<file path="config.mk">
export PLATFORM = sky130hd
export DESIGN_NAME = storage_bridge_wb
export DESIGN_NICKNAME = d
export VERILOG_FILES = /design/src/common/wb_pkg.sv /design/src/common/mem_pkg.sv /design/src/storage/storage_bridge_wb.sv
export VERILOG_INCLUDE_DIRS = /design/src /design/src/common
export SDC_FILE = /design/constraint.sdc
export NUM_CORES = 1
export LEC_CHECK = 0
export ABC_AREA = 1
export BUFFER_PORTS_ARGS = -buffer_cell sky130_fd_sc_hd__clkbuf_2
export CORE_AREA = 10 10 108 110
export DETAILED_ROUTE_END_ITERATION = 8
export DIE_AREA = 0 0 118 120
export SYNTH_ARGS = -nofsm -noshare
export SYNTH_HDL_FRONTEND = slang
export SYNTH_SLANG_ARGS = --single-unit
</file>
<file path="constraint.sdc">
create_clock -name wb_clk_i -period 1.3 [get_ports wb_clk_i]
set_input_delay 0.26 -clock wb_clk_i [delete_from_list [all_inputs] [get_ports wb_clk_i]]
set_output_delay 0.26 -clock wb_clk_i [all_outputs]
set_load 0.01 [all_outputs]
</file>
<file path="src/common/storage_params.svh">
`ifndef STORAGE_PARAMS_SVH
`define STORAGE_PARAMS_SVH

// Read/write RAM blocks behind strobe 0, from 1 up to 4
`define STORAGE_RAM_BLOCKS 2

// Window bases on bus address bits 23:0
`define STORAGE_RW_BASE_0 24'h00_0000

`define STORAGE_RW_BASE_1 24'h10_0000

`define STORAGE_RW_BASE_2 24'h30_0000

`define STORAGE_RW_BASE_3 24'h40_0000

// Strobe 1 window, second port of block 0
`define STORAGE_RO_BASE 24'h20_0000

// Applied before every window compare
`define STORAGE_ADR_MASK 24'hFF_0000

// Words per block
// 256 words gives the 8-bit macro address on bus bits 9:2
`define STORAGE_RAM_DEPTH 256

`endif

</file>
<file path="src/common/wb_pkg.sv">
package wb_pkg;

    localparam int WB_ADR_W = 32;
    localparam int WB_DAT_W = 32;
    localparam int WB_SEL_W = WB_DAT_W / 8;
    localparam int WB_STB_W = 2;

    // Strobe bit positions
    localparam int WB_STB_RW = 0;
    localparam int WB_STB_RO = 1;

    // Byte address
    typedef logic [WB_ADR_W-1:0] wb_adr_t;

    typedef logic [WB_DAT_W-1:0] wb_dat_t;

    typedef logic [WB_SEL_W-1:0] wb_sel_t;

    // One bit per window, also used for the ack vector
    typedef logic [WB_STB_W-1:0] wb_stb_t;

endpackage

</file>
<file path="src/common/mem_pkg.sv">
package mem_pkg;

    localparam int MEM_ADDR_W = 8;
    localparam int MEM_DATA_W = 32;
    localparam int MEM_BYTES  = MEM_DATA_W / 8;

    // Word address into one macro
    typedef logic [MEM_ADDR_W-1:0] mem_addr_t;

    typedef logic [MEM_DATA_W-1:0] mem_word_t;

    // Low bit writes the matching byte
    typedef logic [MEM_BYTES-1:0] mem_mask_t;

endpackage

</file>
<file path="src/storage/storage_bridge_wb.sv">
`include "storage_params.svh"

module storage_bridge_wb (
    input  logic                                        wb_clk_i,
    input  logic                                        rst_n_i,

    input  wb_pkg::wb_adr_t                             wb_adr_i,
    input  wb_pkg::wb_dat_t                             wb_dat_i,
    input  wb_pkg::wb_sel_t                             wb_sel_i,
    input  logic                                        wb_we_i,
    input  logic                                        wb_cyc_i,
    input  wb_pkg::wb_stb_t                             wb_stb_i,
    output wb_pkg::wb_stb_t                             wb_ack_o,
    output wb_pkg::wb_dat_t                             wb_rw_dat_o,
    output wb_pkg::wb_dat_t                             wb_ro_dat_o,

    output logic [`STORAGE_RAM_BLOCKS-1:0]              mem_ena_o,
    output logic [`STORAGE_RAM_BLOCKS-1:0]              mem_wen_o,
    output mem_pkg::mem_mask_t [`STORAGE_RAM_BLOCKS-1:0] mem_wmask_o,
    output mem_pkg::mem_addr_t                          mem_addr_o,
    output mem_pkg::mem_word_t                          mem_wdata_o,
    input  mem_pkg::mem_word_t [`STORAGE_RAM_BLOCKS-1:0] mem_rdata_i,

    output logic                                        ro_ena_o,
    output mem_pkg::mem_addr_t                          ro_addr_o,
    input  mem_pkg::mem_word_t                          ro_rdata_i
);

    localparam int NB = `STORAGE_RAM_BLOCKS;
    localparam int RW = wb_pkg::WB_STB_RW;
    localparam int RO = wb_pkg::WB_STB_RO;

    localparam logic [23:0] RW_BASE [4] = '{
        `STORAGE_RW_BASE_0,
        `STORAGE_RW_BASE_1,
        `STORAGE_RW_BASE_2,
        `STORAGE_RW_BASE_3
    };
    localparam logic [23:0] RO_BASE  = `STORAGE_RO_BASE;
    localparam logic [23:0] ADR_MASK = `STORAGE_ADR_MASK;

    wb_pkg::wb_stb_t valid;
    wb_pkg::wb_stb_t we_win;
    wb_pkg::wb_stb_t pend;
    wb_pkg::wb_stb_t ack_rd_q;
    wb_pkg::wb_stb_t done_q;
    logic [23:0]     win_adr;
    logic [NB-1:0]   rw_sel;
    logic            ro_sel;
    logic            rw_write;

    if (NB < 1 || NB > 4) begin : g_bad_cfg
        $error("storage_bridge_wb supports 1 to 4 RAM blocks, got %0d", NB);
    end

    assign valid = {2{wb_cyc_i}} & wb_stb_i;

    // The read-only window never writes, so its writes take the read path
    assign we_win[RW] = wb_we_i;
    assign we_win[RO] = 1'b0;

    // New access, not yet in flight and not yet answered
    assign pend = valid & ~ack_rd_q & ~wb_ack_o & ~done_q;

    always_ff @(posedge wb_clk_i or negedge rst_n_i) begin
        if (!rst_n_i) begin
            wb_ack_o <= '0;
            ack_rd_q <= '0;
            done_q   <= '0;
        end else begin
            wb_ack_o <= (pend & we_win) | ack_rd_q;
            ack_rd_q <= pend & ~we_win;
            // Held until the master drops the strobe
            done_q   <= valid & (done_q | wb_ack_o);
        end
    end

    // Address decoding
    assign win_adr  = wb_adr_i[23:0] & ADR_MASK;
    assign ro_sel   = (win_adr == RO_BASE);
    assign rw_write = valid[RW] & wb_we_i;

    for (genvar b = 0; b < NB; b++) begin : g_blk
        assign rw_sel[b]      = (win_adr == RW_BASE[b]);
        assign mem_ena_o[b]   = ~(valid[RW] & rw_sel[b]);
        assign mem_wen_o[b]   = ~(rw_write & rw_sel[b]);
        assign mem_wmask_o[b] = rw_write ? ~wb_sel_i : '1;
    end

    assign mem_addr_o  = wb_adr_i[9:2];
    assign mem_wdata_o = wb_dat_i;

    // Unselected blocks contribute zero
    always_comb begin
        wb_rw_dat_o = '0;
        for (int b = 0; b < NB; b++) begin
            wb_rw_dat_o |= mem_rdata_i[b] & {32{rw_sel[b]}};
        end
    end

    // Read-only window
    assign ro_ena_o    = ~(valid[RO] & ro_sel);
    assign ro_addr_o   = wb_adr_i[9:2];
    assign wb_ro_dat_o = ro_sel ? ro_rdata_i : '0;

    a_ack_onehot: assert property (
        @(posedge wb_clk_i) disable iff (!rst_n_i)
        $onehot0(wb_ack_o)
    ) else $error("both ack bits high");

    // The master may drop cyc on the falling edge inside the ack cycle
    a_ack_needs_cyc: assert property (
        @(posedge wb_clk_i) disable iff (!rst_n_i)
        (|wb_ack_o) |-> $past(wb_cyc_i)
    ) else $error("ack outside of a bus cycle");

    a_one_block: assert property (
        @(posedge wb_clk_i) disable iff (!rst_n_i)
        $onehot0(~mem_ena_o)
    ) else $error("more than one RAM block enabled");

endmodule

</file>
; ---- Word level (Yosys, flattened, before mapping)
; Cells that the tools add are included.
[totals]
regBits = 6
inputBits = 170
[classes]
eq_ne = 2
n_mux = 2
n_bitwise = 28
n_reduce_logical = 1
[op_table]
columns = cell, count
row1 = AND 32 bit, 2
row2 = 2-to-1 mux 32 bit, 1
row3 = OR 32 bit, 1
row4 = zero test 24 bit, 1
row5 = AND 2 bit, 6
row6 = == test 8 x 5 -> 1 bit (second input constant), 1
row7 = == test 8 x 6 -> 1 bit (second input constant), 1
row8 = AND 1 bit, 6
row9 = inverter 2 bit, 3
row10 = inverter 1 bit, 5
row11 = 2-to-1 mux 4 bit, 1
row12 = inverter 4 bit, 1
row13 = OR 2 bit, 2
row14 = AND 2 x 1 -> 2 bit, 1
row15 = inverter 1 -> 2 bit, 1

; ---- Longest topological paths before layout
[logic_depth]
ltp_word = 6
ltp_mapped = 6
mapped_depth_nobuf = 5

; ---- Worst setup path after synthesis
; No wires, ideal clock.
[synth_timing]
kind = input port to output port
from = in wb_adr_i[17]
to = out wb_ro_dat_o[10]
arrival_time_ps = 940
path_slack_ps = 100
path_stages = 6
n_path_buf = 1
path_cell_list = nor2_1 -> nand2_2 -> clkinv_2 -> nand2_2 -> buf_6 -> nor2_1
[synth_via]
elab_chain_len = 2
[synth_lines]
columns = element, line_no
row1 = from (decl), storage_bridge_wb.sv:7  ; input wb_pkg::wb_adr_t wb_adr_i,
row2 = == test 8 x 6 -> 1 bit, storage_bridge_wb.sv:80  ; assign ro_sel = (win_adr == RO_BASE);
row3 = 2-to-1 mux 32 bit, storage_bridge_wb.sv:104  ; assign wb_ro_dat_o = ro_sel ? ro_rdata_i : '0;
row4 = to (decl), storage_bridge_wb.sv:15  ; output wb_pkg::wb_dat_t wb_ro_dat_o,
; No other way between the ends.

; ---- Final worst setup path
[layout_timing]
from = in wb_adr_i[22]
to = out wb_rw_dat_o[27]
[layout_via]
elab_chain_len = 3
elab_cells_between_ends = 5
[layout_lines]
columns = element, line_no
row1 = zero test 24 bit or == test 8 x 5 -> 1 bit (tied branches), storage_bridge_wb.sv:84  ; assign rw_sel[b] = (win_adr == RW_BASE[b]);
row2 = AND 32 bit, storage_bridge_wb.sv:97  ; wb_rw_dat_o |= mem_rdata_i[b] & {32{rw_sel[b]}};
row3 = OR 32 bit *, storage_bridge_wb.sv:97
row4 = to (decl), storage_bridge_wb.sv:14  ; output wb_pkg::wb_dat_t wb_rw_dat_o,
; Mark *: on every way between the ends. The rest lies on a longest branch, timed or not.

==> impl_metrics.ini <==
[status]
status = finished, violations left
violations = setup timing

[global_route]
grt_max_degree = 33
grt_pass1_vias = 2282
grt_use_total_pct = 11.0
grt_pass1_wl_um = 12600
grt-ovfl-total = 0
grt_antenna_before_repair = 0

[logic_synthesis]
yosys_warnings = 0
synthDistinctLibCells = 17
yosysTopAreaCell = buf_4
synth.most_common_cell = nand2_1
synth_seq_cells = 6
ys_seq_area_share_pct = 9.93
synth-edff-count = 0
synthCells = 273
synthArstFlopShare_pct = 100
synthTopCellsByCount = nand2_1, buf_4, inv_1, nand3_1, nor2_1
synth_top_cell_area_share_pct = 26.3
synth_nets = 443
synth_ff_type = dfrtp_1
synth_area_mm2 = 0.00151
synth_area_leaders = buf_4, nand2_1, nand3_1
synth_area_per_cell_um2 = 5.54

[drt]
via_per_inst = 3.98
drc = 0
drt-initial-drc-count = 51
dr.pass1.iters = 4
vias = 2245
postRouteWirelength_um = 10200
final_antenna_net_count = 0
wl_per_cell_um = 18.1

[die]
io_pins = 297
start_util_pct = 15.8
die_width_um = 118
die-height_um = 120
die_area_mm2 = 0.0142
num_rows = 36
core_area_mm2 = 0.00955

[worst_setup_path]
cp-start-kind = primary input
worstPathMaxFanout = 6
end_kind = primary output
critPathArrivalTime_ps = 1200
worstRegToRegCells = 3
cp.depth = 9
cp_slowest_cell = clkbuf_16
crit_chain = buf_8 > nor2_4 > nand2_2 > nor2_4 > buf_12 > clkbuf_16 > nand2_2 > nand2_1 > buf_2
cp_top_family = buffers and inverters
path_buf_inv = 4
worst_path_largest_cell_delay_ps = 160
criticalPathCategory = primary input to primary output
worstPathRequired_ps = 1040

[sta]
hold_violations = 0
setup_slack_ps = -157
worst_pin_slew_ps = 201
setup_violations = 69
slew_headroom_pct = 86.5
whs_ps = 265
fin_skew_ps = 0.0576
slew_viol_final = 0
min_period_ps = 1460
period_share_pct = 112
rsz0062_at_grt = true
max_freq_ghz = 0.686

[power_and_ir_drop]
power_frac_comb_pct = 48.3
p_int_mw = 0.618
clock_power_share_pct = 29.6
power.leakage_nw = 1.92
power.density_mw_per_mm2 = 262
p_sw_mw = 0.302
max-vdd-ir-drop_v = 0.000360
swShare_pct = 32.8
power_frac_seq_pct = 22.1
power.total_mw = 0.920

[layout]
antenna_cells = 0
area_growth_syn_to_layout_pct = 132
drive_above_1_share_pct = 76.8
stdcell_count = 564
nets = 603

[place]
routabilityCongestion = 0.767
place_inst = 544
dp_hpwl_um = 7420
io_buffers = 192

[clocking]
h-tree-depth = 1
clk_pin_slew_ps = 30
cts_tree = yes
clock_path_buffers = 2
root_buffer = clkbuf_8
cts_sinks = 6
clock_latency_ps = 220
numCtsBuffers = 3

[run]
drv_cap = 0

[min_path]
hold_class = primary input to flip-flop
holdPathStages = 2
==> metrics by stage <==
| step | setup slack, ps | instance area [um^2] | util, % | setup TNS (ps) |
|---|---|---|---|---|
| after floorplan | 99.6 | 1510 | - | 0 |
| after global placement | -183 | 2300 | 24.1 | -9410 |
| after detailed placement | -188 | 2300 | 24.1 | -8560 |
| after CTS | -158 | 2390 | 25.1 | -7270 |
| after global routing | -240 | 3510 | 36.8 | -10920 |
| final | -157 | 3510 | 36.8 | -7500 |
==> worst reg2reg max path: stages, from the launching register on <==
cell and delay [ps]:
dfrtp_1 380, inv_1 70, nand3_1 90, nor3_1 160
==> state kept, by name (all words and copies together), names as in the netlist <==
| register | flops |
|---|---|
| ack_rd_q | 2 |
| wb_ack_o | 2 |
| done_q | 2 |
==> final cells by class <==
cell class / instances / area, um^2
Inverter: 41 / 164
Tap cell: 133 / 166
Sequential cell: 6 / 150
Clock buffer: 3 / 41.3
Timing Repair Buffer: 219 / 1760
Fill cell: 1037 / 6040
Multi-Input combinational cell: 162 / 1230
==> worst paths after layout <==
check	start	slack (ps)	to
max in group asynchronous	rst_n_i	720	ack_rd_q[0]
min reg2reg	ack_rd_q[1]	370	wb_ack_o[1]
min in group asynchronous	rst_n_i	430	ack_rd_q[1]
min	wb_we_i	260	ack_rd_q[0]
max	wb_adr_i[22]	-160	wb_rw_dat_o[27]
max reg2reg	wb_ack_o[0]	510	ack_rd_q[0]
==> layout by cell type (no fill, tap or decap) <==
cell and count:
nand2_2 31, nand2_4 9, nand2_8 1, nand3_1 13, nor2_1 2, nor3_1 1
buf_2 22, clkbuf_2 121, buf_12 9, dfrtp_1 6, nand4_1 1, nand3_2 23
clkbuf_8 3, buf_8 5, inv_2 2, clkinv_4 1, buf_6 47, inv_4 2
inv_1 36, nor2_2 3, dlygate4sd3_1 1, a21oi_1 1, o21bai_1 1, nor2_4 38
buf_4 6, clkbuf_16 8, nor4_1 1, nand2_1 37
==> repair_timing <==
action | CTS | global route
setup endpoints to repair | 69 | 74
hold endpoints to repair | 6 | 0
pin swaps | 0 | 37
buffers inserted | 0 | 5
hold buffers | 1 | 0
gates resized for setup | 12 | 269
gates cloned | 0 | 11
==> metal layers <==
layer / share of wire, % / vias to the layer above / GRT usage, %
met4: 2.2 / 0 / 3.48
li1: - / 1079 / -
met1: 40 / 1007 / 12.4
met5: 0 / - / 0
met3: 8.1 / 26 / 4.41
met2: 50 / 133 / 18.6
==> logic make-up after synthesis <==
group / synth area share, %
and+or+nand+nor: 46.6
buffers and inverters: 42.7
DFF: 9.93
AOI/OAI and AO/OA: 0.827
==> power groups by stage <==
stage          logic (mW)  clock network (mW)  registers (mW)
5_1_grt             0.486               0.292           0.206
2_1_floorplan       0.239                   0           0.207
3_5_place_dp        0.315                   0           0.206
4_1_cts             0.325               0.279           0.204
6_report            0.444               0.272           0.204
3_3_place_gp        0.314                   0           0.206
Power figures use the tool's default switching activity.
